<file path="config.mk">
export PLATFORM = sky130hd
export DESIGN_NAME = decode_stage
export DESIGN_NICKNAME = d
export VERILOG_FILES = /design/src/cpu_pkg.sv /design/src/decode_stage.sv
export VERILOG_INCLUDE_DIRS = /design/src /design/src/src
export SDC_FILE = /design/constraint.sdc
export NUM_CORES = 2
export LEC_CHECK = 0
export BUFFER_PORTS_ARGS = -buffer_cell sky130_fd_sc_hd__clkbuf_2
export CAP_MARGIN = 5
export CORE_ASPECT_RATIO = 1.4
export CORE_MARGIN = 4
export CORE_UTILIZATION = 25
export CTS_CLUSTER_SIZE = 25
export DETAILED_ROUTE_END_ITERATION = 8
export HOLD_SLACK_MARGIN = 0.15
export MAX_ROUTING_LAYER = met4
export PLACE_DENSITY = 0.5
export SYNTH_ARGS = -nofsm -noshare
export SYNTH_HDL_FRONTEND = slang
export SYNTH_SLANG_ARGS = --single-unit
export TNS_END_PERCENT = 100
</file>
<file path="constraint.sdc">
create_clock -name input_clk -period 6.6 [get_ports input_clk]
set_input_delay 0 -clock input_clk [delete_from_list [all_inputs] [get_ports input_clk]]
set_output_delay 0 -clock input_clk [all_outputs]
set_load 0.005 [all_outputs]
</file>
<file path="src/cpu_consts.svh">
`ifndef CPU_CONSTS_SVH
`define CPU_CONSTS_SVH

// Width of a machine word, also the width of the PC
`define XLEN 32

// Architectural registers, r0 always reads as zero
`define NREGS 32

// Both memories are word addressed
`define IMEM_DEPTH 256
`define DMEM_DEPTH 256

`endif

</file>
<file path="src/cpu_pkg.sv">
`default_nettype none
`include "cpu_consts.svh"

package cpu_pkg;

	// Encodings of instruction bits 31..26
	typedef enum logic [5:0] {
		OP_NOP  = 6'd0,
		OP_ADD  = 6'd1,
		OP_SUB  = 6'd2,
		OP_AND  = 6'd3,
		OP_OR   = 6'd4,
		OP_XOR  = 6'd5,
		OP_SLT  = 6'd6,
		OP_ADDI = 6'd7,
		OP_LW   = 6'd8,
		OP_SW   = 6'd9,
		OP_BEQ  = 6'd10,
		OP_BNE  = 6'd11,
		OP_JAL  = 6'd12,
		OP_HLT  = 6'd13
	} opcode_t;

	typedef enum logic [1:0] {
		FWD_REG = 2'd0, // Value read in decode
		FWD_MEM = 2'd1,
		FWD_WB  = 2'd2
	} fwd_sel_t;

	typedef struct packed {
		logic valid;
		logic [`XLEN-1:0] pc;
		logic [`XLEN-1:0] inst;
	} if_id_t;

	typedef struct packed {
		logic valid;
		opcode_t op;
		logic [$clog2(`NREGS)-1:0] rd;
		logic [$clog2(`NREGS)-1:0] rs1;
		logic [$clog2(`NREGS)-1:0] rs2;
		logic [`XLEN-1:0] rs1_val;
		logic [`XLEN-1:0] rs2_val;
		logic [`XLEN-1:0] imm;
		logic [`XLEN-1:0] pc;
		logic regwrite;
	} id_ex_t;

	typedef struct packed {
		logic valid;
		opcode_t op;
		logic [$clog2(`NREGS)-1:0] rd;
		logic [`XLEN-1:0] alu_out; // Also the load or store address
		logic [`XLEN-1:0] store_data;
		logic regwrite;
	} ex_mem_t;

	typedef struct packed {
		logic valid;
		opcode_t op;
		logic [$clog2(`NREGS)-1:0] rd;
		logic [`XLEN-1:0] wdata;
		logic regwrite;
	} mem_wb_t;

	typedef struct packed {
		logic [$clog2(`NREGS)-1:0] rd;
		logic [`XLEN-1:0] wdata;
	} retire_t;

endpackage

`default_nettype wire

</file>
<file path="src/decode_stage.sv">
`timescale 1ns/1ps
`default_nettype none
`include "cpu_consts.svh"

module decode_stage (
	input logic input_clk,
	input logic rst,
	input logic redirect,
	input logic halted,
	input cpu_pkg::if_id_t if_id,
	input cpu_pkg::mem_wb_t wb,
	output logic stall,
	output cpu_pkg::id_ex_t id_ex
);
	import cpu_pkg::*;

	localparam int RW = $clog2(`NREGS);

	logic [`XLEN-1:0] regs [`NREGS];
	opcode_t op;
	logic [RW-1:0] rd;
	logic [RW-1:0] rs1;
	logic [RW-1:0] rs2;
	logic uses_rs1;
	logic uses_rs2;
	logic writes_rd;
	logic wb_we;
	id_ex_t id_ex_d;

	// Encodings past OP_HLT decode as a NOP
	assign op = (if_id.inst[31:26] <= OP_HLT) ? opcode_t'(if_id.inst[31:26]) : OP_NOP;
	assign rd = if_id.inst[25:21];
	assign rs1 = if_id.inst[20:16];
	assign rs2 = if_id.inst[15:11];

	always_comb begin
		uses_rs1 = 1'b0;
		uses_rs2 = 1'b0;
		writes_rd = 1'b0;
		case (op)
			OP_ADD, OP_SUB, OP_AND, OP_OR, OP_XOR, OP_SLT: begin
				uses_rs1 = 1'b1;
				uses_rs2 = 1'b1;
				writes_rd = 1'b1;
			end
			OP_ADDI, OP_LW: begin
				uses_rs1 = 1'b1; // The rs2 field overlaps the immediate here
				writes_rd = 1'b1;
			end
			OP_SW, OP_BEQ, OP_BNE: begin
				uses_rs1 = 1'b1;
				uses_rs2 = 1'b1;
			end
			OP_JAL: writes_rd = 1'b1;
			default: ;
		endcase
	end

	assign wb_we = wb.valid && wb.regwrite && (wb.rd != '0);

	// Writeback in the same cycle is seen by the read
	function automatic logic [`XLEN-1:0] read_reg(input logic [RW-1:0] idx);
		if (idx == '0)
			return '0;
		if (wb_we && (wb.rd == idx))
			return wb.wdata;
		return regs[idx];
	endfunction

	// A load result only exists after MEM, so its consumer waits one cycle
	assign stall = if_id.valid && id_ex.valid && (id_ex.op == OP_LW) && (id_ex.rd != '0) &&
		((uses_rs1 && (rs1 == id_ex.rd)) || (uses_rs2 && (rs2 == id_ex.rd)));

	always_comb begin
		id_ex_d.valid = if_id.valid && !stall && !redirect;
		id_ex_d.op = op;
		id_ex_d.rd = rd;
		id_ex_d.rs1 = rs1;
		id_ex_d.rs2 = rs2;
		id_ex_d.rs1_val = read_reg(rs1);
		id_ex_d.rs2_val = read_reg(rs2);
		id_ex_d.imm = {{(`XLEN-16){if_id.inst[15]}}, if_id.inst[15:0]};
		id_ex_d.pc = if_id.pc;
		id_ex_d.regwrite = id_ex_d.valid && writes_rd;
	end

	always_ff @(posedge input_clk) begin
		if (rst) begin
			for (int i = 0; i < `NREGS; i++)
				regs[i] <= '0;
		end else if (wb_we) begin
			regs[wb.rd] <= wb.wdata;
		end
	end

	always_ff @(posedge input_clk) begin
		if (rst) begin
			id_ex.valid <= 1'b0;
			id_ex.regwrite <= 1'b0;
		end else if (!halted) begin
			id_ex <= id_ex_d; // Stall and redirect both leave a bubble
		end
	end

endmodule

`default_nettype wire

</file>
==> flow_metrics.py <==
metrics = {
    "floorplanning": {
        "die-height_um": 586.0,
        "fp-row-count": 211,
        "placeableCoreArea_sq_um": 236800,
        "dieArea_sq_um": 246600,
        "die_w_um": 420.8,
        "initial_core_util_pct": 25.19,
        "ios": 266,
    },
    "power": {
        "worst_ir_drop_vdd_uv": 170.7,
        "static-leakage-power_nw": 24.91,
        "pwr_per_cell_area_nw_per_um2": 259.1,
    },
    "worst_setup_path": {
        "endpoint_kind": "register",
        "wp_data_required_ps": 7250,
        "worstPathArrival_ps": 4300,
        "worst_setup_path_start_kind": "input pin",
        "timing.setup.critical_path_class": "input pin to register",
        "crit_fanout": 23,
    },
    "detailed_routing": {
        "final_antenna_net_count": 0,
        "remaining_routing_drc_violations": 0,
        "avgRoutedWirePerCell_um": 32.60,
        "wl_mm": 253.2,
        "dr_total_vias": 40990,
        "detailedRoute.firstPassIterationCount": 6,
        "drt_first_iter_violations": 4427,
        "post_drt_via_cell_ratio": 5.278,
    },
    "placed_design": {
        "worst_slack_at_placement_ps": 2523,
        "hpwlAfterDp_mm": 145.0,
        "gp_congestion": 0.8325,
        "buffer_ports.inserted": 259,
    },
    "timing": {
        "slew_viol_final": 0,
        "layout_min_cycle_time_ps": 3646,
        "clock_skew_ps": 46.70,
        "worst_pin_slew_ps": 1375,
        "hold_viol_final": 0,
        "rsz0062_at_grt": "no",
        "worst_slew_margin_rel_pct": 8.326,
        "final.setup.tns_ps": 0,
        "maxClockFrequency_ghz": 0.2743,
        "setup_slack_ps": 2954,
        "setup-violations-final": 0,
        "timing.final.crit_share_pct": 55.24,
    },
    "clock_tree": {
        "cts_buffer_depth": 4,
        "cts_buffers": 139,
        "level_count_of_the_clock_h_tree": 4,
        "post_cts.resized_instances": 0,
        "tritoncts_num_sinks": 1154,
        "tritoncts": "yes",
        "postCtsSetupBuffers": 0,
        "clk_pin_slew_worst_paths_ps": 60,
        "hold_buffers": 158,
        "clockRootBuffer": "sky130_fd_sc_hd__clkbuf_16",
        "worstSkewPairLatency_ps": 810,
    },
    "yosys": {
        "post_synthesis_instance_total": 4301,
        "dominantRegCellSynth": "sky130_fd_sc_hd__edfxtp_1",
        "synth-async-reset-ratio_pct": 0,
        "synth_cell_types": 57,
        "yosysWarnings": 0,
        "number_of_flops_mapped_to_enable_cells_by_yosys": 1152,
        "synth_seq_area_share_pct": 58.06,
        "postSynthAreaPerCell_sq_um": 13.87,
        "yosys_register_bits": 1154,
        "synthesis.area_sq_um": 59650,
    },
    "status": {
        "result_of_the_run": "finished, final reports clean",
    },
    "cells_and_area": {
        "layout.filler_cells": 23570,
        "layout-area-overhead-vs-synth_pct": 17.23,
        "layout.area.seq_sq_um": 34630,
        "final_core_utilization_pct": 29.53,
        "design.final.nets": 4683,
        "area_of_the_multi_input_gates_sq_um": 23240,
        "layout-drive-gt1-share_pct": 19.33,
    },
    "grt": {
        "grt_first_pass_wirelength_mm": 342.2,
        "number_of_antenna_violations_at_the_first_check_in_global_routing": 34,
        "globalRouteOverflowTotal": 0,
        "grt_usage_pct": 20.58,
        "first_global_vias": 41790,
        "grt_start_max_net_pins": 85,
    },
    "hold_path": {
        "holdCritPathClass": "input pin to register",
    },
    "run": {
        "drv_cap": 0,
    },
}
flip-flops by register name, summed over array words and instances (netlist names):
register	flops
id_ex	130
regs	1024
worst max-delay path: stages:
cell	delay (ps)
sky130_fd_sc_hd__dlygate4sd3_1	530
sky130_fd_sc_hd__clkbuf_2	610
sky130_fd_sc_hd__buf_4	330
sky130_fd_sc_hd__or3_2	1000
sky130_fd_sc_hd__or3_1	220
sky130_fd_sc_hd__o41a_2	490
sky130_fd_sc_hd__buf_4	580
sky130_fd_sc_hd__a21boi_0	240
sky130_fd_sc_hd__a22o_1	160
synth_stat cells (all sizes together) (43+ instances only):
cell	n	share of area, %
a21oi	43	0.36
a22oi	58	0.73
and2	1001	10
buf	181	1.9
clkbuf	274	1.7
edfxtp	1152	58
mux2i	536	9.0
mux4	244	9.2
nand2	130	0.82
nor2	96	0.61
o21ai	51	0.43
o22ai	121	1.3
cell families (layout without fill, tap and decap cells):
logic type                Yosys count  in the layout  synth area share [%]
muxes                             780            780                 18.21
xor gates and xnor gates           20             20                0.2937
AOI/OAI and AO/OA                 493            493                 6.066
and+or+nand+nor                  1398           1398                 13.70
other                               1             56              0.006287
buffers and inverters             455            777                 3.667
DFF                              1154           1154                 58.06
per-stage QoR:
step                      power (W)  hold WS, ps  area [sq um]  instances
after floorplan            0.009912        98.87         59770       4334
after global placement      0.01077        178.5         64150       7358
after detailed placement    0.01081        178.7         64150       7358
after CTS                   0.01825        150.8         69870       7744
after global routing        0.01865        210.2         69910       7759
final                       0.01812        222.0         69930       7766
placed cells by master (no fill, tap or decap), drive strengths merged, types with 96 or more instances in the layout:
cell type    count
clkbuf         420
o22ai          121
nand2          130
mux2i          536
nor2            96
and2          1001
dlygate4sd3    158
buf            141
mux4           244
edfxtp        1152
report_power, final:
part,internal [W],leakage (nW),switching (W),total (W)
clock network,0.00418,2.01,0.00319,0.00737
registers,0.00848,11.0,0.000204,0.00869
logic,0.000753,12.0,0.00130,0.00206
worst paths after layout:
path	start	end	cells past startpoint	slack [ps]
setup / recovery	if_id[14]	id_ex[78]$_SDFFCE_PN0P_	9	2950
hold / removal	if_id[31]	id_ex[147]$_DFFE_PP_	4	220
setup reg to reg	id_ex[145]$_DFFE_PP_	id_ex[0]$_SDFFE_PP0N_	6	3930
hold reg to reg	regs[7][0]$_SDFFCE_PN0P_	id_ex[65]$_SDFFCE_PN0P_	5	900
final cells by class:
class                      instances  share of cell area, %
clock buffer                     170                  5.201
tap                             3088                  5.525
multi-input combinational       2725                  33.24
timing repair buffer             549                  5.708
clock inverter                    58                 0.7229
antenna                           22                0.07873
sequential                      1154                  49.53
layer usage:
| layer | wire, um | share of wire, % | up-vias | global-route usage [%] |
|---|---|---|---|---|
| met2 | 123900 | 49 | 2180 | 34.41 |
| li1 | - | - | 16790 | - |
| met4 | 13950 | 5.5 | 0 | 9.750 |
| met5 | 0 | 0 | - | - |
| met1 | 95390 | 38 | 21380 | 24.26 |
| met3 | 19880 | 7.9 | 645 | 3.209 |
(Power assumes the default switching activity.)
