[config.mk]
export PLATFORM = sky130hd
export DESIGN_NAME = forward_unit
export DESIGN_NICKNAME = d
export VERILOG_FILES = /design/src/cpu_pkg.sv /design/src/forward_unit.sv
export VERILOG_INCLUDE_DIRS = /design/src /design/src/src
export SDC_FILE = /design/constraint.sdc
export NUM_CORES = 1
export LEC_CHECK = 0
export BUFFER_PORTS_ARGS = -buffer_cell sky130_fd_sc_hd__buf_2
export CORE_AREA = 10 10 101 103
export DETAILED_ROUTE_END_ITERATION = 10
export DIE_AREA = 0 0 111 113
export PLACE_DENSITY = 0.55
export SLEW_MARGIN = 20
export SYNTH_ARGS = -nofsm -noshare
export SYNTH_HDL_FRONTEND = slang
export SYNTH_SLANG_ARGS = --single-unit
[constraint.sdc]
create_clock -name vclk -period 1.1
set_input_delay 0.11 -clock vclk [all_inputs]
set_output_delay 0.11 -clock vclk [all_outputs]
set_load 0.03 [all_outputs]
[src/cpu_consts.svh]
`ifndef CPU_CONSTS_SVH
`define CPU_CONSTS_SVH

// Width of a machine word, also the width of the PC
`define XLEN 32

// Architectural registers, r0 always reads as zero
`define NREGS 32

// Both memories are word addressed
`define IMEM_DEPTH 256
`define DMEM_DEPTH 256

`endif

[src/cpu_pkg.sv]
`default_nettype none
`include "cpu_consts.svh"

package cpu_pkg;

	// Encodings of instruction bits 31..26
	typedef enum logic [5:0] {
		OP_NOP  = 6'd0,
		OP_ADD  = 6'd1,
		OP_SUB  = 6'd2,
		OP_AND  = 6'd3,
		OP_OR   = 6'd4,
		OP_XOR  = 6'd5,
		OP_SLT  = 6'd6,
		OP_ADDI = 6'd7,
		OP_LW   = 6'd8,
		OP_SW   = 6'd9,
		OP_BEQ  = 6'd10,
		OP_BNE  = 6'd11,
		OP_JAL  = 6'd12,
		OP_HLT  = 6'd13
	} opcode_t;

	typedef enum logic [1:0] {
		FWD_REG = 2'd0, // Value read in decode
		FWD_MEM = 2'd1,
		FWD_WB  = 2'd2
	} fwd_sel_t;

	typedef struct packed {
		logic valid;
		logic [`XLEN-1:0] pc;
		logic [`XLEN-1:0] inst;
	} if_id_t;

	typedef struct packed {
		logic valid;
		opcode_t op;
		logic [$clog2(`NREGS)-1:0] rd;
		logic [$clog2(`NREGS)-1:0] rs1;
		logic [$clog2(`NREGS)-1:0] rs2;
		logic [`XLEN-1:0] rs1_val;
		logic [`XLEN-1:0] rs2_val;
		logic [`XLEN-1:0] imm;
		logic [`XLEN-1:0] pc;
		logic regwrite;
	} id_ex_t;

	typedef struct packed {
		logic valid;
		opcode_t op;
		logic [$clog2(`NREGS)-1:0] rd;
		logic [`XLEN-1:0] alu_out; // Also the load or store address
		logic [`XLEN-1:0] store_data;
		logic regwrite;
	} ex_mem_t;

	typedef struct packed {
		logic valid;
		opcode_t op;
		logic [$clog2(`NREGS)-1:0] rd;
		logic [`XLEN-1:0] wdata;
		logic regwrite;
	} mem_wb_t;

	typedef struct packed {
		logic [$clog2(`NREGS)-1:0] rd;
		logic [`XLEN-1:0] wdata;
	} retire_t;

endpackage

`default_nettype wire

[src/forward_unit.sv]
`timescale 1ns/1ps
`default_nettype none
`include "cpu_consts.svh"

module forward_unit (
	input cpu_pkg::id_ex_t id_ex,
	input cpu_pkg::ex_mem_t ex_mem,
	input cpu_pkg::mem_wb_t mem_wb,
	output cpu_pkg::fwd_sel_t fwd_a,
	output cpu_pkg::fwd_sel_t fwd_b,
	output cpu_pkg::fwd_sel_t fwd_store
);
	import cpu_pkg::*;

	logic b_is_reg;

	// The younger writer in MEM takes priority over WB
	function automatic fwd_sel_t pick(input logic [$clog2(`NREGS)-1:0] src);
		if (ex_mem.valid && ex_mem.regwrite && (ex_mem.rd != '0) && (ex_mem.rd == src))
			return FWD_MEM;
		if (mem_wb.valid && mem_wb.regwrite && (mem_wb.rd != '0) && (mem_wb.rd == src))
			return FWD_WB;
		return FWD_REG;
	endfunction

	assign b_is_reg = id_ex.op inside {OP_ADD, OP_SUB, OP_AND, OP_OR, OP_XOR, OP_SLT,
		OP_BEQ, OP_BNE};

	assign fwd_a = pick(id_ex.rs1);
	assign fwd_b = b_is_reg ? pick(id_ex.rs2) : FWD_REG; // Immediate forms ignore rs2
	assign fwd_store = (id_ex.op == OP_SW) ? pick(id_ex.rs2) : FWD_REG;

endmodule

`default_nettype wire

==> results by stage, run 1 <==
Die:
- After floorplanning, the core was sized to cover 8130 sq um.
- The full die area is 12500 sq um.
- The floorplan has 33 rows.
- Measured along the y axis, the die boundary spans between 100 and 150 microns.
- The die outline width is about 110 microns.
- The initial utilization of the core area, before any placement, comes to 4.26%.
- For this design the top-level I/O count stands at 279.

Min path:
- The path class of the tightest hold or removal check is in2out.

Timing:
- The final clock period utilization by the worst path is 139%.
- The total count of max-transition violations in the final report is 0.
- The final-report hold violation count is 0.
- For this run, the top clock speed supported by timing is roughly 0.65 GHz.
- Across all setup checks in the final design, the least slack found is -0.428 ns.
- The final sum of negative setup slack is -2.28 ns.
- Setup violations remaining at the end of the flow were counted as 6.
- Headroom to the max-slew limit came out at about 65%.
- Setup repair after global routing could not meet its margin everywhere.
- The worst hold margin is between 0.6 and 0.7 ns.
- The worst path in the final design needs a cycle of between 1.5 and 2 ns, including I/O delays and setup.
- For the pin with the worst max-slew slack, the measured transition is roughly 0.53 ns.

Finish:
- In the final layout, the share of cells above drive strength 1 is around two thirds.
- The layout filler cell count is roughly 950.
- Clock buffers in the final layout number 0.
- The final core utilization is between 10 and 15%.
- The antenna cell count is 0.
- The area taken by flip-flops and latches is 0 sq um.
- From synthesis to final layout, the design area changed by 168%.
- Leaving out fill and tap cells, the most frequent cells in the layout are 28 x sky130_fd_sc_hd__buf_2, 11 x sky130_fd_sc_hd__buf_4, 9 x sky130_fd_sc_hd__xor2_1, 9 x sky130_fd_sc_hd__buf_6, 6 x sky130_fd_sc_hd__xnor2_1.
- The final net count is around 370.
- The leading cell type in the layout, fill and taps excluded is sky130_fd_sc_hd__buf_2.
- There are 0 flip-flops and latches.

Global route:
- The via count of the first global-routing pass was 616.
- The number of antenna violations at the first check in global routing was 0.
- Global routing consumed, over all layers together, 2.94% of the routing resources.
- The global route total overflow is 0.
- The first-pass GRT wire length is ~3100 microns.
- The pin count of the biggest net entering global routing is 4.

Drt:
- Using the TritonRoute via totals, the vias-per-cell ratio works out to roughly 2.6.
- The antenna violation net count after detailed routing is 0.
- The detailed router placed ~530 vias in this run.
- Dividing the detail-routed wire length by the instance count gives about 9.7 microns.
- The residual DRC count is 0.
- For this block, the routed nets add up to 1960 microns of wire.
- The first TritonRoute pass finished after 4 iterations.
- The number of design-rule violations left by the first detailed-router iteration is 19.

Synthesis:
- The synthesized area divided by synthesized cell count is around 7.1 sq um.
- The synthesized netlist net count is between 300 and 400.
- The synthesized netlist contains 15 unique library cells.
- By area the synthesized netlist is led by sky130_fd_sc_hd__xnor2_1 28%, sky130_fd_sc_hd__xor2_1 23%, sky130_fd_sc_hd__nor3_2 8.7%.
- Summed over all instances, the cell type with the most area after synthesis is sky130_fd_sc_hd__xnor2_1.
- In this run the cell area of the synthesized design comes to 347 sq um.
- Summing the sequential cell areas from Yosys gives 0% of the chip area.
- The top cell type's share of synthesized area is roughly 28%.
- In the synthesized netlist, the number of instances is just under 50.
- The count of warnings emitted by yosys is 0.

Critical path:
- The arrival time at the worst endpoint is between 1 and 1.5 ns.
- The kind of start point of the critical path is an input pin.
- The critical path class is in2out.
- The type of element capturing the critical path is an output port.
- The required time at the endpoint of the critical path is around 0.99 ns.
- In this run the worst path has a maximum fanout of 3.

Power:
- The largest vdd supply drop is between 0.0001 and 0.00015 V.
- Dividing total power by cell area gives a power density of about 290 nW/um^2.
- Summed over all cells, the static leakage comes to 0.367 nW.

Place:
- The estimated wirelength of the detail-placed design is around 1800 microns.
- The global placer's final weighted congestion is 0.778.
- During placement, the flow inserted port buffers numbering 36.

Flow run:
- The total of max-cap violations is 0.

Run status:
- The flow ran to the end, but the final reports show violations.
- The checks that failed: setup timing.
-- synth_stat cells --
master                      n
sky130_fd_sc_hd__xnor2_1   11
sky130_fd_sc_hd__xor2_1     9
sky130_fd_sc_hd__nor2_1     6
sky130_fd_sc_hd__nand2_1    4
sky130_fd_sc_hd__nand4_1    3
sky130_fd_sc_hd__nor3_2     3
sky130_fd_sc_hd__nor4_1     3
sky130_fd_sc_hd__nor3_1     2
sky130_fd_sc_hd__or4_1      2
sky130_fd_sc_hd__a21oi_1    1
sky130_fd_sc_hd__inv_1      1
sky130_fd_sc_hd__nand3_1    1
sky130_fd_sc_hd__nor2b_1    1
sky130_fd_sc_hd__o211ai_2   1
sky130_fd_sc_hd__o221ai_1   1
-- cell families after synthesis --
group | Yosys count | synth area share [%]
xor gates and xnor gates | 20 | 50.5
AOI/OAI and AO/OA | 3 | 7.58
buffers and inverters | 1 | 1.08
and+or+nand+nor | 25 | 40.8
-- worst max-delay path, stage by stage --
cell and delay [ns]:
sky130_fd_sc_hd__buf_6 0.09, sky130_fd_sc_hd__or4_4 0.54, sky130_fd_sc_hd__o211ai_4 0.26, sky130_fd_sc_hd__or4_4 0.22
sky130_fd_sc_hd__nor2_4 0.04, sky130_fd_sc_hd__buf_6 0.15
-- routing by layer --
metal	up-vias	global-route usage [%]	share of wire, %
met4	0	0	0
met1	230	3.66	44
met3	0	1.22	11
met2	30	4.91	44
met5	-	0	0
li1	271	-	-
-- layout make-up --
| type | instances | area [sq um] | area share, % |
|---|---|---|---|
| timing repair buffer | 48 | 324 | 35.0 |
| tap | 105 | 131 | 14.2 |
| inverter | 1 | 3.75 | 0.405 |
| multi-input combinational | 48 | 468 | 50.5 |
-- metrics by stage --
stage	cell area, sq um	total power [mW]	worst slack, ns	std cells
2_1_floorplan	409	0.0974	-0.328	49
3_3_place_gp	803	0.224	-0.519	201
3_5_place_dp	803	0.226	-0.535	201
4_1_cts	900	0.259	-0.431	202
5_1_grt	927	0.297	-0.471	202
6_report	927	0.272	-0.428	202
-- worst paths after layout --
kind,cells after the start,slack (ns),start,end
setup / recovery,6,-0.43,ex_mem[65],fwd_b[0]
hold / removal,4,0.65,mem_wb[0],fwd_a[1]
-- power by group --
group / switching, mW / internal (mW) / total [mW]
sequential: 0 / 0 / 0
clock: 0 / 0 / 0
combinational: 0.129 / 0.142 / 0.272
total: 0.129 / 0.142 / 0.272
-- what timing repair did --
action	4_1_cts	5_1_grt
resized for setup	20	4
pin swaps	10	3
endpoints found under the hold margin	0	0
hold buffers	0	0
setup endpoints to repair	6	6
setup buffers	1	0
Power figures use the tool's default switching activity.
==> inputs of run 2 (changes only) <==
--- a/config.mk
+++ b/config.mk
@@ -10,7 +10,7 @@
 export CORE_AREA = 10 10 101 103
 export DETAILED_ROUTE_END_ITERATION = 10
 export DIE_AREA = 0 0 111 113
-export PLACE_DENSITY = 0.55
+export PLACE_DENSITY = 0.53
 export SLEW_MARGIN = 20
 export SYNTH_ARGS = -nofsm -noshare
 export SYNTH_HDL_FRONTEND = slang
==> constraint.sdc (replaced) <==
create_clock -name vclk -period 1.6
set_input_delay 0.16 -clock vclk [all_inputs]
set_output_delay 0.16 -clock vclk [all_outputs]
set_load 0.03 [all_outputs]
==> run 2 against run 1 <==
The flow still finishes with violations (setup timing); first-iteration DRC count is 11% higher; setup slack better by 0.37 ns; die area unchanged; clock-buffer cell count did not move; power is 36% lower; routed wire length up 18%; combinational power is 36% lower; via count is 0.19% lower; non-clock buffer count decreased by 4; critical path type unchanged; critical endpoint unchanged.
==> results by stage, run 2 (synthesized netlist as in run 1, its figures left out) <==
Finish:
- The sequential cell count is 0 (unchanged).
- The number of clock buffers in the layout is 0 (unchanged).
- The final net count is 368 (-1.1%).
- The layout filler cell count is 927 (-2.0%).
- The library cell used most frequently in the layout, excluding fill and tap cells, is sky130_fd_sc_hd__buf_2.
- The fraction of final layout cells sized beyond drive strength 1 is 60.2% (-6.8 points).
- The top cell types in the final layout, fill and taps aside, are 29 x sky130_fd_sc_hd__buf_2, 9 x sky130_fd_sc_hd__xor2_1, 9 x sky130_fd_sc_hd__xnor2_1, 9 x sky130_fd_sc_hd__buf_4, 5 x sky130_fd_sc_hd__buf_6.
- The area taken by flip-flops and latches is 0 sq um (unchanged).
- The count of placed standard cells in the final layout, fillers left out is 201 (-0.50%).
- The area growth from synthesis to layout is 147%.

Die:
- The area of the core is 8130 sq um (unchanged).
- The die outline width is 111 microns (unchanged).
- The number of rows in the core area came to 33 (unchanged).
- The full die area came to 12500 sq um (unchanged).
- The number of ports placed on the die boundary is 279 (unchanged).
- The initial core utilization came to 4.26% (unchanged).
- The vertical die dimension is 113 microns (unchanged).

Power:
- The clock network power share came to 0% (unchanged).
- The cell-internal power is 0.0883 mW (-38%).
- The total net switching power is 0.0860 mW (-33%).
- The total leakage power was 0.323 nW (-12%).
- The largest vdd supply drop is 0.0000739 V (-48%).
- The part of the power in combinational logic is 100.0% (about the same).
- The switching share of power came to 49.4% (+1.8 points).
- The power density relative to cell area is 203 nW/um^2 (-31%).
- The power share of the sequential group is 0% (unchanged).

Timing:
- The transition at the pin with the smallest max-transition slack is 0.513 ns (-0.0145 ns).
- The final clock period utilization by the worst path is 103%.
- The final critical path time including I/O delays and setup is about 1.7 ns.
- The final-report hold violation count is 0 (unchanged).
- The setup slack of the critical path after layout is -0.0559 ns (+0.372 ns).
- Setup repair after global routing could not meet its margin everywhere.
- The final number of setup-violating endpoints is 6 (unchanged).
- The total count of max-transition violations in the final report is 0 (unchanged).
- The worst-case headroom to the max-slew limit is 65.8% (+0.96 points).
- Timing would allow up to 0.604 GHz.

Global route:
- The global route total overflow was 0 (unchanged).
- The via count of the first global-routing pass is 618 (+0.32%).
- The pin count of the biggest net entering global routing was 4 (unchanged).
- The number of antenna violations at the first check in global routing was 2 (+2).
- The total global-route track usage is 3.33% (+0.39 points).
- The first-pass GRT wire length came to 3280 microns (+5.3%).

Critical path:
- Traced cell by cell, the critical path runs through buf_2, buf_4, xnor2_2, nand2_1, or4_4, nor2_4, buf_6.
- The highest net fanout along the worst path was 2 (-1).
- The delay of the slowest cell on the worst path is 0.58 ns (+0.04 ns).
- The dominant delay contributor by cell family on the critical path is simple AND/OR/NAND/NOR gates.
- The critical path class is in2out.
- The buffers plus inverters on the worst setup path is 3 (+1).
- The arrival time at the worst endpoint is 1.50 ns (+0.08 ns).
- The required time at the endpoint of the critical path is 1.44 ns (+0.45 ns).
- The type of element capturing the critical path is an output port.
- The slowest stage of the critical path belongs to the cell sky130_fd_sc_hd__or4_4.
- STA classifies the critical path startpoint as an input pin.

Run status:
- The final reports fail on setup timing.
- The flow ran to the end, but the final reports show violations.

Place:
- The count of port buffers added during placement was 36 (unchanged).
- The total placed cells including tap cells was 196 (-2.5%).
- The estimated wirelength of the detail-placed design is 2110 microns (+16%).
- The global placer's final weighted congestion is 0.726 (-6.7%).
- The post-place setup slack is -0.198 ns (+0.337 ns).

Min path:
- The path with the worst hold slack has its endpoint at fwd_a[1].
- The cell depth of the worst hold path is 4 (unchanged).
- The path type of the worst min-delay path is in2out.
- The start point of the worst hold path is mem_wb[0].

Drt:
- The number of design-rule violations left by the first detailed-router iteration came to 21 (+2).
- The wire length reported by the detailed router is 2320 microns (+18%).
- The per-cell via count in the routed design was 2.64 (+0.31%).
- The number of detailed-routing iterations run before antenna repair is 2 (-2).
- The antenna violation net count after detailed routing came to 0 (unchanged).
- The count of vias placed by the detailed router was 530 (-0.19%).
- The residual DRC count was 0 (unchanged).
- The mean routed wirelength per cell is 11.5 microns (+19%).

Clock network:
- The count of hold buffers inserted by post-cts repair came to 0 (unchanged).

Flow run:
- The total of max-cap violations was 0 (unchanged).
run 2: cell count changes in the layout (fill, tap and decap cells not counted):
| cell | before | now |
|---|---|---|
| sky130_fd_sc_hd__nand3_1 | 0 | 1 |
| sky130_fd_sc_hd__nor3_4 | 3 | 1 |
| sky130_fd_sc_hd__diode_2 | 0 | 3 |
| sky130_fd_sc_hd__nor3_2 | 0 | 2 |
| sky130_fd_sc_hd__nand2_2 | 1 | 0 |
| sky130_fd_sc_hd__nand3_2 | 1 | 0 |
| sky130_fd_sc_hd__xnor2_2 | 5 | 2 |
| sky130_fd_sc_hd__buf_2 | 28 | 29 |
| sky130_fd_sc_hd__xnor2_1 | 6 | 9 |
| sky130_fd_sc_hd__buf_6 | 9 | 5 |
| sky130_fd_sc_hd__buf_4 | 11 | 9 |
| sky130_fd_sc_hd__nand2_1 | 3 | 4 |
| sky130_fd_sc_hd__buf_12 | 0 | 1 |
run 2: area by class of cell:
class	instances	area, sq um	area share (%)
tap	105	131	15.3
antenna	3	7.51	0.876
multi-input combinational	48	425	49.6
timing repair buffer	44	289	33.7
inverter	1	3.75	0.438
run 2: what timing repair did:
action,4_1_cts,5_1_grt
buffers inserted,1,1
pin swaps,9,5
cloned,0,0
setup endpoints to repair,6,6
hold endpoints to repair,0,0
gates resized for setup,20,3
run 2: tightest hold or removal path, stage by stage:
cell	delay [ns]
sky130_fd_sc_hd__buf_2	0.10
sky130_fd_sc_hd__nand2_1	0.14
sky130_fd_sc_hd__nor3_4	0.06
sky130_fd_sc_hd__buf_6	0.13
run 2: how the worst max path moves through the flow:
stage	start	endpoint	slack (ns)	cells after the start
finish	ex_mem[69]	fwd_b[0]	-0.06	7
CTS	ex_mem[65]	fwd_b[0]	-0.06	6
global placement	ex_mem[67]	fwd_b[1]	-0.15	6
global route	ex_mem[69]	fwd_b[0]	-0.11	7
floorplan	ex_mem[67]	fwd_b[1]	-0.01	4
detailed placement	ex_mem[67]	fwd_b[1]	-0.20	6
run 2: power by group through the flow:
stage / Combinational, mW / Clock [mW] / Sequential [mW]
floorplan: 0.0604 / 0 / 0
global placement: 0.140 / 0 / 0
detailed placement: 0.143 / 0 / 0
CTS: 0.165 / 0 / 0
global route: 0.190 / 0.000000251 / 0
finish: 0.174 / 0.000000251 / 0
run 2: layer usage:
metal | vias up | track usage [%] | wire (microns)
met5 | - | 0 | 0
met4 | 0 | 1.30 | 10
met3 | 2 | 0.581 | 115
met2 | 21 | 6.64 | 1330
met1 | 239 | 3.32 | 867
li1 | 268 | - | -
run 2: stage by stage:
step / instance area, sq um / util, % / power [mW] / TNS [ns] / hold slack, ns
2_1_floorplan: 359 / - / 0.0604 / -0.00975 / 0.488
3_3_place_gp: 728 / 8.95 / 0.140 / -0.482 / 0.796
3_5_place_dp: 728 / 8.95 / 0.143 / -0.747 / 0.804
4_1_cts: 822 / 10.1 / 0.165 / -0.301 / 0.777
5_1_grt: 857 / 10.5 / 0.190 / -0.467 / 0.786
6_report: 857 / 10.5 / 0.174 / -0.177 / 0.761
