`src/cpu_consts.svh`:
```
`ifndef CPU_CONSTS_SVH
`define CPU_CONSTS_SVH

// Width of a machine word, also the width of the PC
`define XLEN 32

// Architectural registers, r0 always reads as zero
`define NREGS 32

// Both memories are word addressed
`define IMEM_DEPTH 256
`define DMEM_DEPTH 256

`endif

```
`src/cpu_pkg.sv`:
```
`default_nettype none
`include "cpu_consts.svh"

package cpu_pkg;

	// Encodings of instruction bits 31..26
	typedef enum logic [5:0] {
		OP_NOP  = 6'd0,
		OP_ADD  = 6'd1,
		OP_SUB  = 6'd2,
		OP_AND  = 6'd3,
		OP_OR   = 6'd4,
		OP_XOR  = 6'd5,
		OP_SLT  = 6'd6,
		OP_ADDI = 6'd7,
		OP_LW   = 6'd8,
		OP_SW   = 6'd9,
		OP_BEQ  = 6'd10,
		OP_BNE  = 6'd11,
		OP_JAL  = 6'd12,
		OP_HLT  = 6'd13
	} opcode_t;

	typedef enum logic [1:0] {
		FWD_REG = 2'd0, // Value read in decode
		FWD_MEM = 2'd1,
		FWD_WB  = 2'd2
	} fwd_sel_t;

	typedef struct packed {
		logic valid;
		logic [`XLEN-1:0] pc;
		logic [`XLEN-1:0] inst;
	} if_id_t;

	typedef struct packed {
		logic valid;
		opcode_t op;
		logic [$clog2(`NREGS)-1:0] rd;
		logic [$clog2(`NREGS)-1:0] rs1;
		logic [$clog2(`NREGS)-1:0] rs2;
		logic [`XLEN-1:0] rs1_val;
		logic [`XLEN-1:0] rs2_val;
		logic [`XLEN-1:0] imm;
		logic [`XLEN-1:0] pc;
		logic regwrite;
	} id_ex_t;

	typedef struct packed {
		logic valid;
		opcode_t op;
		logic [$clog2(`NREGS)-1:0] rd;
		logic [`XLEN-1:0] alu_out; // Also the load or store address
		logic [`XLEN-1:0] store_data;
		logic regwrite;
	} ex_mem_t;

	typedef struct packed {
		logic valid;
		opcode_t op;
		logic [$clog2(`NREGS)-1:0] rd;
		logic [`XLEN-1:0] wdata;
		logic regwrite;
	} mem_wb_t;

	typedef struct packed {
		logic [$clog2(`NREGS)-1:0] rd;
		logic [`XLEN-1:0] wdata;
	} retire_t;

endpackage

`default_nettype wire

```
`src/execute_stage.sv`:
```
`timescale 1ns/1ps
`default_nettype none
`include "cpu_consts.svh"

module execute_stage (
	input logic input_clk,
	input logic rst,
	input logic halted,
	input cpu_pkg::id_ex_t id_ex,
	input cpu_pkg::fwd_sel_t fwd_a,
	input cpu_pkg::fwd_sel_t fwd_b,
	input cpu_pkg::fwd_sel_t fwd_store,
	input logic [`XLEN-1:0] mem_fwd,
	input logic [`XLEN-1:0] wb_fwd,
	output logic redirect,
	output logic [`XLEN-1:0] redirect_pc,
	output cpu_pkg::ex_mem_t ex_mem
);
	import cpu_pkg::*;

	logic [`XLEN-1:0] op_a;
	logic [`XLEN-1:0] rs2_fwd;
	logic [`XLEN-1:0] op_b;
	logic [`XLEN-1:0] store_data;
	logic [`XLEN-1:0] alu_out;
	logic [`XLEN-1:0] pc_next;
	logic taken;
	logic hlt_ahead;

	function automatic logic [`XLEN-1:0] sel_src(input fwd_sel_t sel,
		input logic [`XLEN-1:0] reg_val);
		case (sel)
			FWD_MEM: return mem_fwd;
			FWD_WB: return wb_fwd;
			default: return reg_val;
		endcase
	endfunction

	assign op_a = sel_src(fwd_a, id_ex.rs1_val);
	assign rs2_fwd = sel_src(fwd_b, id_ex.rs2_val);
	assign store_data = sel_src(fwd_store, id_ex.rs2_val);
	assign op_b = (id_ex.op inside {OP_ADDI, OP_LW, OP_SW}) ? id_ex.imm : rs2_fwd;
	assign pc_next = id_ex.pc + 1;

	always_comb begin
		case (id_ex.op)
			OP_ADD, OP_ADDI, OP_LW, OP_SW: alu_out = op_a + op_b;
			OP_SUB: alu_out = op_a - op_b;
			OP_AND: alu_out = op_a & op_b;
			OP_OR: alu_out = op_a | op_b;
			OP_XOR: alu_out = op_a ^ op_b;
			OP_SLT: alu_out = {{(`XLEN-1){1'b0}}, $signed(op_a) < $signed(op_b)};
			OP_JAL: alu_out = pc_next; // Link value
			default: alu_out = '0;
		endcase
	end

	always_comb begin
		case (id_ex.op)
			OP_BEQ: taken = (op_a == op_b);
			OP_BNE: taken = (op_a != op_b);
			OP_JAL: taken = 1'b1;
			default: taken = 1'b0;
		endcase
	end

	// An instruction behind a halt must not move the PC the halt freezes
	assign hlt_ahead = ex_mem.valid && (ex_mem.op == OP_HLT);
	assign redirect = id_ex.valid && taken && !hlt_ahead;
	assign redirect_pc = pc_next + id_ex.imm;

	always_ff @(posedge input_clk) begin
		if (rst) begin
			ex_mem.valid <= 1'b0;
			ex_mem.regwrite <= 1'b0;
		end else if (!halted) begin
			ex_mem <= '{
				valid: id_ex.valid,
				op: id_ex.op,
				rd: id_ex.rd,
				alu_out: alu_out,
				store_data: store_data,
				regwrite: id_ex.valid && id_ex.regwrite
			};
		end
	end

endmodule

`default_nettype wire

```
`config.mk`:
```
export PLATFORM = sky130hd
export DESIGN_NAME = execute_stage
export DESIGN_NICKNAME = d
export VERILOG_FILES = /design/src/cpu_pkg.sv /design/src/execute_stage.sv
export VERILOG_INCLUDE_DIRS = /design/src /design/src/src
export SDC_FILE = /design/constraint.sdc
export NUM_CORES = 1
export LEC_CHECK = 0
export ABC_AREA = 1
export BUFFER_PORTS_ARGS = -buffer_cell sky130_fd_sc_hd__buf_4
export CELL_PAD_IN_SITES_DETAIL_PLACEMENT = 1
export CELL_PAD_IN_SITES_GLOBAL_PLACEMENT = 1
export CORE_MARGIN = 4
export CORE_UTILIZATION = 30
export DETAILED_ROUTE_END_ITERATION = 7
export PLACE_DENSITY_LB_ADDON = 0.1
export SLEW_MARGIN = 25
export SYNTH_ARGS = -nofsm -noshare
export SYNTH_HDL_FRONTEND = slang
export SYNTH_SLANG_ARGS = --single-unit
```
`constraint.sdc`:
```
create_clock -name input_clk -period 11.1 [get_ports input_clk]
set_clock_uncertainty 0.2 [all_clocks]
set_input_delay 1.11 -clock input_clk [delete_from_list [all_inputs] [get_ports input_clk]]
set_output_delay 1.11 -clock input_clk [all_outputs]
set_load 0.05 [all_outputs]
```
==> flow_summary.ini, run 1 <==
[run_status]
status = finished, final reports clean

[global_routing]
sum_of_overflow_across_all_layers_after_global_routing = 0
grt.total_usage_pct = 29.1
grt_pass1_wl_um = 115000
antenna_found_initial = 9
grt_pass1_vias = 18400
grt_start_max_net_pins = 65

[critical_path]
cp.depth = 16
critPathRequiredTime_ns = 9.79
rrSetupSlack_ns = 10.25
crit_chain = buf_4, inv_1, ha_1, clkinv_2, o21ai_0, inv_1, ha_1, nor2_1, nand3_1, nor3_2, nand3_1, a21oi_1, o21ai_1, nand2_1, inv_1, buf_4
worst-path-buf-inv = 6
critPathTopFamily = buffers and inverters
number_of_cells_traversed_by_the_worst_register_to_register_path = 2
crit_arrival_ns = 5.29
cp-end-kind = output pin
criticalPathCategory = in2out
crit_path_start_kind = primary input
crit_path_frequent_cell = sky130_fd_sc_hd__inv_1
cp_slowest_stage_delay_ns = 0.88
path_max_fanout = 64
cpMaxStageDelayCell = sky130_fd_sc_hd__o21ai_0

[timing]
hold_viol = 0
worst_hold_slack_ns = 0.275
max_slew.worst_pin.slew_ns = 1.04
setup_slack_ns = 4.50
grt_setup_unrepaired = false
final_max_slew_viol_count = 0
final.setup.tns_ns = 0
setup_viol_count_final = 0
maximum_clock_rate_ghz = 0.151
timing.final.crit_period_ns = 6.60
max_slew_headroom_pct = 29.9
min_period_over_period_pct = 59.5

[yosys]
yosys_warnings = 0
postSynthRegisterBits = 77
syn_nets = 2923
number_of_flops_mapped_to_enable_cells_by_yosys = 75
ys_types = 50
count_of_mapped_cells_out_of_synthesis = 2546
synth_sequential_area_ratio_pct = 15.7
postSynth.topFlopCell = sky130_fd_sc_hd__edfxtp_1
share_of_synthesized_flip_flops_with_an_asynchronous_set_or_reset_pct = 0
synth.cell_area_mm2 = 0.0146
postSynthAreaPerCell_um2 = 5.72

[cells_and_area]
final_layout_size_suffix_gt1_share_pct = 13.4
largest_register_ff_count = 77
final_cells = 3443
fillerInstances = 6536
syn_to_final_growth_pct = 22.4
final_nets = 3191
biggestRegsByFlops = ex_mem x77
area.sequential_mm2 = 0.00229
registers.top_by_ff_count = ex_mem
multiInputGateArea_mm2 = 0.00986

[drt]
detail_route.first_pass.iterations = 8
totalWireLength_um = 78700
via_count = 17800
detail_route.iter0.violations = 1171
avgViaCountPerCell = 5.18
drc_errors = 0
postRouteAntennaNets = 0
avg_wl_per_cell_um = 22.8

[clock_network]
ctsRootBufferMaster = sky130_fd_sc_hd__clkbuf_16
cts-resized-gates = 0
cts_num_sinks = 77
post-cts-setup-buffer-count = 0
tritoncts.num_buffers = 9
postCtsHoldBufs = 0
path_clk_slew_ns = 0.07
cts_tree = yes
worstSkewPairLatency_ns = 0.39
cts_max_path_buffers = 2
cts.htree.levels = 3

[place]
globalplace.congestion = 0.934
placed_cells = 3418
detailedPlacementHpwl_um = 66700
place.port_buffers = 323
preCtsSetupSlack_ns = 4.67

[min_path]
hold_path_class = reg2reg
whs_path_depth = 2

[die]
die-area_mm2 = 0.0521
fp.coreArea_mm2 = 0.0478
floorplan.die.width_um = 228
overall_die_height_um = 228
initial_core_util_pct = 30.4
fp-row-count = 80
num_io_pins = 334

[pwr]
power.density_mw_per_mm2 = 117
worst_ir_drop_vdd_uv = 62.8
post-layout-total-power_mw = 2.08
leakage_power_nw = 9.68

[flow_run]
max_cap_violations = 0
## cells in the mapped netlist, types with 3 or more instances
master | n | area (µm²)
sky130_fd_sc_hd__nand2_1 | 749 | 2810
sky130_fd_sc_hd__inv_1 | 551 | 2070
sky130_fd_sc_hd__nor2_1 | 186 | 698
sky130_fd_sc_hd__nand3_1 | 169 | 846
sky130_fd_sc_hd__o21ai_0 | 159 | 796
sky130_fd_sc_hd__ha_1 | 150 | 1880
sky130_fd_sc_hd__a21oi_1 | 118 | 591
sky130_fd_sc_hd__o22ai_1 | 76 | 475
sky130_fd_sc_hd__edfxtp_1 | 75 | 2250
sky130_fd_sc_hd__clkbuf_1 | 40 | 150
sky130_fd_sc_hd__o211ai_1 | 37 | 278
sky130_fd_sc_hd__o221ai_1 | 35 | 307
sky130_fd_sc_hd__buf_2 | 29 | 145
sky130_fd_sc_hd__nor3_1 | 28 | 140
sky130_fd_sc_hd__nand4_1 | 27 | 169
sky130_fd_sc_hd__xor2_1 | 27 | 236
sky130_fd_sc_hd__o21bai_1 | 12 | 90.1
sky130_fd_sc_hd__and2_1 | 6 | 37.5
sky130_fd_sc_hd__nor4_1 | 6 | 37.5
sky130_fd_sc_hd__a221oi_1 | 4 | 35.0
sky130_fd_sc_hd__buf_4 | 4 | 30.0
sky130_fd_sc_hd__nand2_2 | 4 | 25.0
sky130_fd_sc_hd__nand3b_1 | 4 | 30.0
sky130_fd_sc_hd__o21ai_1 | 4 | 20.0
sky130_fd_sc_hd__xnor2_1 | 4 | 35.0
sky130_fd_sc_hd__a21o_1 | 3 | 22.5
sky130_fd_sc_hd__fa_1 | 3 | 60.1
sky130_fd_sc_hd__inv_2 | 3 | 11.3
sky130_fd_sc_hd__nor2_2 | 3 | 18.8
sky130_fd_sc_hd__o21a_1 | 3 | 22.5
## per-layer routing
layer	vias up	global-route usage (%)	wire length [µm]
li1	8702	-	-
met1	8547	35.9	33700
met2	490	51.4	38700
met3	110	2.82	2840
met4	0	13.1	3370
met5	-	0	0
## path summary, 6_finish.rpt
kind,start,endpoint
worst max-delay path,fwd_a[0],redirect
worst min-delay path,ex_mem[0],ex_mem[0]
worst max register to register,ex_mem[76],ex_mem[76]
worst min register to register,ex_mem[0],ex_mem[0]
## worst min-delay path, delay by kind of cell (launching register included)
kind            cells  cell delay, ns
compound gates      1            0.06
flops               1            0.32
simple gates        1            0.05
## stage by stage
step | area [µm²] | util [%]
detailed placement | 17500 | 36.6
floorplan | 14600 | -
global placement | 17500 | 36.6
CTS | 17800 | 37.2
finish | 17800 | 37.3
global route | 17800 | 37.3
## layout by cell type (no fill, tap or decap), drive strengths merged, types with 5 or more instances in the layout
| cell type | n |
|---|---|
| o22ai | 77 |
| o21bai | 12 |
| buf | 334 |
| xor2 | 27 |
| inv | 559 |
| o211ai | 37 |
| nor2 | 191 |
| nand2 | 753 |
| a21oi | 118 |
| clkbuf | 9 |
| nand3 | 171 |
| nor4 | 6 |
| and2 | 6 |
| a221oi | 5 |
| ha | 150 |
| nand4 | 28 |
| nor3 | 30 |
| o21ai | 163 |
| o221ai | 35 |
| diode | 9 |
| edfxtp | 75 |
## layout make-up
cell class	instances	share of cell area [%]
multi-input cells	1837	55.3
repair buffers	334	14.1
flip-flops and latches	77	12.9
inverters	555	11.7
well taps	615	4.31
clock buffers	9	1.26
clock inverters	7	0.414
diodes	9	0.126
## where the power goes
group	total (mW)	internal, mW	switching [mW]
Clock	0.326	0.160	0.166
Sequential	0.356	0.348	0.00762
Combinational	1.40	0.393	1.01
Total	2.08	0.901	1.18
## kinds of logic (layout without fill, tap and decap cells)
group	after synthesis	after routing	share of synthesized area (%)
compound gates	458	458	18.6
buf+inv	632	905	16.7
flops	77	77	15.7
fa+ha+maj	153	153	13.3
simple gates	1195	1195	33.8
xor+xnor	31	31	1.86
other cells	0	9	0
No activity file was read; power rests on OpenSTA's default activity.
==> run 2, diff against run 1 <==
- ABC_AREA: 1 -> 0
- clock period: 11.1 -> 5.4 ns (I/O delays scaled with it)
==> run 2 against run 1 <==
Against the previous run: synthesized cell count shrank 36%; clock power is 110% higher; die area is 16% lower; total power increased by 85%; register-to-register slack worse by 5.7 ns; via count shrank 21%; largest cell class unchanged; largest power group unchanged.
==> flow_summary.ini, run 2 <==
[run_status]
status = finished, final reports clean

[clock_network]
cts_tree = yes
cts_max_path_buffers = 2
path_clk_slew_ns = 0.07
tritoncts.num_buffers = 9
postCtsHoldBufs = 0
cts_num_sinks = 77
worstSkewPairLatency_ns = 0.38
ctsRootBufferMaster = sky130_fd_sc_hd__clkbuf_16
cts.htree.levels = 3
cts-resized-gates = 0
post-cts-setup-buffer-count = 0

[cells_and_area]
final_cell_area_mm2 = 0.0162
biggestRegsByFlops = ex_mem x77
layout_common_cells = sky130_fd_sc_hd__buf_4 (457), sky130_fd_sc_hd__nor2_1 (162), sky130_fd_sc_hd__nand2_1 (161)
final_nets = 2368
syn_to_final_growth_pct = 34.2
largest_register_ff_count = 77
layout.cells.most_common = sky130_fd_sc_hd__buf_4
fillerInstances = 4958
registers.top_by_ff_count = ex_mem
final_layout_size_suffix_gt1_share_pct = 25.9

[critical_path]
path_max_fanout = 38
crit_path_start_kind = primary input
cp-end-kind = output pin
number_of_cells_traversed_by_the_worst_register_to_register_path = 2
timing.rr.start = ex_mem[0]
critPathRequiredTime_ns = 4.66
worst_flop_to_flop_path_endpoint = ex_mem[0]
crit_arrival_ns = 4.49
rrSetupSlack_ns = 4.56
criticalPathCategory = in2out

[drt]
totalWireLength_um = 59100
via_count = 14100
detail_route.first_pass.iterations = 5
drc_errors = 0
avg_wl_per_cell_um = 23.4
avgViaCountPerCell = 5.58
postRouteAntennaNets = 0
detail_route.iter0.violations = 803

[yosys]
synth_top_area_cell = sky130_fd_sc_hd__edfxtp_1
postSynthRegisterBits = 77
postSynth.topFlopCell = sky130_fd_sc_hd__edfxtp_1
yosys_warnings = 0
synth.cell_area_mm2 = 0.0121
count_of_mapped_cells_out_of_synthesis = 1621
syn_nets = 1998
synth_sequential_area_ratio_pct = 18.9
yosys-top-cells-count = sky130_fd_sc_hd__nor2_1 (165), sky130_fd_sc_hd__nand2_1 (161), sky130_fd_sc_hd__ha_1 (150)
postSynthAreaPerCell_um2 = 7.46
share_of_synthesized_flip_flops_with_an_asynchronous_set_or_reset_pct = 0
yosys-top-cells-area = sky130_fd_sc_hd__edfxtp_1 (19%), sky130_fd_sc_hd__ha_1 (16%), sky130_fd_sc_hd__a22oi_1 (6.9%)
post-synth-top-area-fraction_pct = 18.6
most_frequent_cell_after_synthesis = sky130_fd_sc_hd__nor2_1
number_of_flops_mapped_to_enable_cells_by_yosys = 75
ys_types = 84

[timing]
maximum_clock_rate_ghz = 0.191
final_max_slew_viol_count = 0
setup_viol_count_final = 0
grt_setup_unrepaired = false
final.setup.tns_ns = 0
max_slew.worst_pin.slew_ns = 0.992
max_slew_headroom_pct = 33.5
hold_viol = 0
min_period_over_period_pct = 96.8
timing.final.crit_period_ns = 5.23

[global_routing]
grt_pass1_vias = 14900
sum_of_overflow_across_all_layers_after_global_routing = 0
grt.total_usage_pct = 26.1
antenna_found_initial = 5
grt_start_max_net_pins = 65
grt_pass1_wl_um = 88900

[die]
initial_core_util_pct = 30.4
num_io_pins = 334
die-area_mm2 = 0.0436
fp.coreArea_mm2 = 0.0398
overall_die_height_um = 209
floorplan.die.width_um = 209
fp-row-count = 73

[pwr]
worst_ir_drop_vdd_uv = 177
post-layout-total-power_mw = 3.86
power.density_mw_per_mm2 = 238
leakage_power_nw = 7.25

[min_path]
whs_endpoint = ex_mem[67]
whs_path_depth = 1
hp-start = id_ex[141]
hold_path_class = in2reg

[place]
detailedPlacementHpwl_um = 48500
globalplace.congestion = 0.928
place.port_buffers = 323
dpl-instance-area_mm2 = 0.0159

[flow_run]
max_cap_violations = 0
## run 2: cell types whose count changed after synthesis, sizes merged, moves of 38 or more
| cell | previous run | this run |
|---|---|---|
| nand3 | 171 | 30 |
| xnor2 | 4 | 43 |
| a22oi | 1 | 112 |
| a21o | 3 | 60 |
| inv | 554 | 110 |
| nand2 | 753 | 161 |
| clkbuf | 42 | 80 |
| o22ai | 77 | 9 |
## run 2: power by group
part           total (mW)  internal, mW  switching, mW
registers           0.741         0.725         0.0156
clock network       0.676         0.370          0.307
logic                2.44         0.894           1.55
total                3.86          1.99           1.87
## run 2: per-stage QoR
step | setup slack (ns) | instances | hold slack (ns) | utilization, %
2_1_floorplan | 0.155 | 1621 | 0.412 | -
3_3_place_gp | 0.265 | 2505 | 0.295 | 40.0
3_5_place_dp | 0.212 | 2505 | 0.328 | 40.0
4_1_cts | 0.198 | 2521 | 0.106 | 40.7
5_1_grt | 0.0125 | 2524 | 0.109 | 40.8
6_report | 0.174 | 2524 | 0.123 | 40.8
## run 2: worst max-delay path, cell delays in order
cell and delay [ns]:
sky130_fd_sc_hd__buf_4 0.14, sky130_fd_sc_hd__or3b_1 0.41, sky130_fd_sc_hd__o21ai_0 0.09, sky130_fd_sc_hd__and2_2 0.19
sky130_fd_sc_hd__buf_12 0.20, sky130_fd_sc_hd__buf_4 0.18, sky130_fd_sc_hd__nor2_1 0.05, sky130_fd_sc_hd__a21o_1 0.18
sky130_fd_sc_hd__ha_1 0.32, sky130_fd_sc_hd__nor4_1 0.21, sky130_fd_sc_hd__buf_4 0.20, sky130_fd_sc_hd__nand4_1 0.11
sky130_fd_sc_hd__nor4_1 0.25, sky130_fd_sc_hd__buf_4 0.19, sky130_fd_sc_hd__nand4_1 0.24, sky130_fd_sc_hd__or4b_1 0.55
sky130_fd_sc_hd__a31oi_2 0.18, sky130_fd_sc_hd__buf_4 0.21
## run 2: final cells by class
type,count,area (µm²),share of cell area [%]
Multi-Input combinational cell,1330,9020,55.6
Timing Repair Buffer,463,3550,21.9
Sequential cell,77,2290,14.1
Inverter,110,413,2.54
Tap cell,525,657,4.05
Clock inverter,4,47.5,0.293
Clock buffer,12,246,1.52
Antenna cell,3,7.51,0.0462
## run 2: cell families (layout without fill, tap and decap cells)
group           after synthesis  in the layout  synth area share [%]
compound gates              632            632                  35.3
xor+xnor                     58             58                  4.20
fa+ha+maj                   153            153                  16.0
buf+inv                     214            589                  6.92
flops                        77             77                  18.9
mux                           4              4                 0.331
other cells                   0              3                     0
simple gates                483            483                  18.3
## run 2: layer usage
layer  global-route usage [%]  wire length, µm  up-vias
met1                     31.1            24400     6885
met4                     11.2             2590        4
li1                         -                -     6734
met2                     46.5            29600      369
met5                        0               40        -
met3                     4.32             2490      100
## run 2: worst max path at each step
stage,startpoint,to,slack (ns),cells after the start
after detailed placement,fwd_b[1],redirect,0.21,17
after floorplan,id_ex[145],redirect,0.16,16
after CTS,id_ex[146],redirect,0.20,18
final,id_ex[146],redirect,0.17,18
after global placement,id_ex[146],redirect,0.26,18
after global routing,id_ex[146],redirect,0.01,18
==> run 3, diff against run 2 <==
- RECOVER_POWER: unset -> 50
==> run 3 against run 2 <==
Against the previous run: the flow now finishes with violations (capacitance limit, slew limit); sequential power hardly changed; die area did not move; worst hold slack improved by 0.024 ns; total power is 1.2% lower; via count about the same.
==> flow_summary.ini, run 3 (synthesis gave the netlist of run 2 again) <==
[critical_path]
crit_path_frequent_cell = sky130_fd_sc_hd__buf_4
number_of_cells_traversed_by_the_worst_register_to_register_path = 2
critPathLaunch = fwd_b[1]
crit_chain = buf_4, ha_2, nor2_1, a21oi_1, buf_4, nor2_1, a21o_1, ha_1, nor4_2, buf_4, nand4_1, nor4_1, buf_4, nand4_1, or4b_1, a31oi_2, buf_4
timing.critical_path.to = redirect
cp.depth = 17
worst-path-buf-inv = 5
cp-end-kind = output pin
worst_flop_to_flop_path_endpoint = ex_mem[0]
crit_path_start_kind = primary input
path_max_fanout = 16
criticalPathCategory = in2out
cpMaxStageDelayCell = sky130_fd_sc_hd__ha_2
critPathTopFamily = simple AND/OR/NAND/NOR gates
timing.rr.start = ex_mem[0]
crit_arrival_ns = 4.52
cp_slowest_stage_delay_ns = 0.57
rrSetupSlack_ns = 4.56
critPathRequiredTime_ns = 4.66

[die]
overall_die_height_um = 209
fp-row-count = 73
die-area_mm2 = 0.0436
floorplan.die.width_um = 209
fp.coreArea_mm2 = 0.0398
num_io_pins = 334
initial_core_util_pct = 30.4

[run_status]
status = complete, but fails checks
failing_checks = capacitance limit, slew limit

[clock_network]
tritoncts.num_buffers = 9
cts.htree.levels = 3
cts_num_sinks = 77
path_clk_slew_ns = 0.07
ctsRootBufferMaster = sky130_fd_sc_hd__clkbuf_16
worstSkewPairLatency_ns = 0.38
post-cts-setup-buffer-count = 0
postCtsHoldBufs = 0
cts_tree = yes
cts_max_path_buffers = 2
cts-resized-gates = 0

[drt]
drc_errors = 0
detail_route.first_pass.iterations = 5
totalWireLength_um = 59100
detail_route.iter0.violations = 765
avg_wl_per_cell_um = 23.4
avgViaCountPerCell = 5.58
via_count = 14100
postRouteAntennaNets = 0

[cells_and_area]
final_core_util_pct = 39.9
layout.cells.most_common = sky130_fd_sc_hd__buf_4
final_cell_area_mm2 = 0.0159
layout_common_cells = sky130_fd_sc_hd__buf_4 (368), sky130_fd_sc_hd__nor2_1 (163), sky130_fd_sc_hd__nand2_1 (161)
registers.top_by_ff_count = ex_mem
syn_to_final_growth_pct = 31.4
final_layout_size_suffix_gt1_share_pct = 21.6
final_nets = 2368
final_cells = 2524
biggestRegsByFlops = ex_mem x77
largest_register_ff_count = 77

[min_path]
hold_path_class = in2reg

[timing]
hold_viol = 0
final_max_slew_viol_count = 29
grt_setup_unrepaired = false
max_slew_headroom_pct = -60.8
setup_viol_count_final = 0
timing.final.crit_period_ns = 5.26
final.setup.tns_ns = 0
max_slew.worst_pin.slew_ns = 2.40
min_period_over_period_pct = 97.3
maximum_clock_rate_ghz = 0.190

[flow_run]
max_cap_violations = 1

[global_routing]
antenna_found_initial = 5
grt.total_usage_pct = 26.1
sum_of_overflow_across_all_layers_after_global_routing = 0
grt_pass1_wl_um = 88900
grt_pass1_vias = 14900
grt_start_max_net_pins = 65

[place]
detailedPlacementHpwl_um = 48500
placed_cells = 2505
dpl-instance-area_mm2 = 0.0159
place.port_buffers = 323
globalplace.congestion = 0.928

[pwr]
leakage_power_nw = 6.95
post-layout-total-power_mw = 3.81
power.density_mw_per_mm2 = 240
worst_ir_drop_vdd_uv = 177
==> run 3: changes by cell type in the layout (fill, tap and decap cells not counted), sizes merged <==
cell,delta
clkbuf,+90
buf,-90
==> run 3: metal layers <==
| metal | part of all wire (%) | wire (µm) | up-vias | track usage, % |
|---|---|---|---|---|
| met1 | 41 | 24100 | 6852 | 31.1 |
| met3 | 4.7 | 2770 | 97 | 4.32 |
| met2 | 50 | 29600 | 406 | 46.5 |
| li1 | - | - | 6736 | - |
| met5 | 0.068 | 40 | - | 0 |
| met4 | 4.3 | 2540 | 4 | 11.2 |
==> run 3: worst min-delay path by stage <==
stage	slack (ns)	start	to	depth (start not counted)
final	0.15	id_ex[140]	ex_mem[66]	1
after global routing	0.13	id_ex[141]	ex_mem[67]	1
after CTS	0.11	id_ex[141]	ex_mem[67]	1
after detailed placement	0.33	ex_mem[76]	ex_mem[76]	2
after global placement	0.30	ex_mem[0]	ex_mem[0]	2
after floorplan	0.41	rst	ex_mem[0]	1
==> run 3: layout make-up <==
cell class                      count  area (µm²)
Multi-Input combinational cell   1330        9010
Tap cell                          525         657
Sequential cell                    77        2290
Fill cell                        4984       23900
Timing Repair Buffer              463        3220
Antenna cell                        3        7.51
Inverter                          110         413
Clock inverter                      4        47.5
Clock buffer                       12         246
==> run 3: where the power goes <==
group          switching, mW  internal [mW]
clock network          0.307          0.370
registers             0.0144          0.726
logic                   1.54          0.847
total                   1.87           1.94
==> run 3: worst register-to-register path, cell delays in order, from the launching register on <==
cell	delay, ns
sky130_fd_sc_hd__dfxtp_1	0.32
sky130_fd_sc_hd__a22oi_1	0.16
sky130_fd_sc_hd__nor2_1	0.06
==> run 3: metrics by stage <==
| step | setup WS, ns | hold WS, ns |
|---|---|---|
| after floorplan | 0.155 | 0.412 |
| after global placement | 0.265 | 0.295 |
| after detailed placement | 0.212 | 0.328 |
| after CTS | 0.198 | 0.106 |
| after global routing | 0.0125 | 0.131 |
| final | 0.143 | 0.147 |
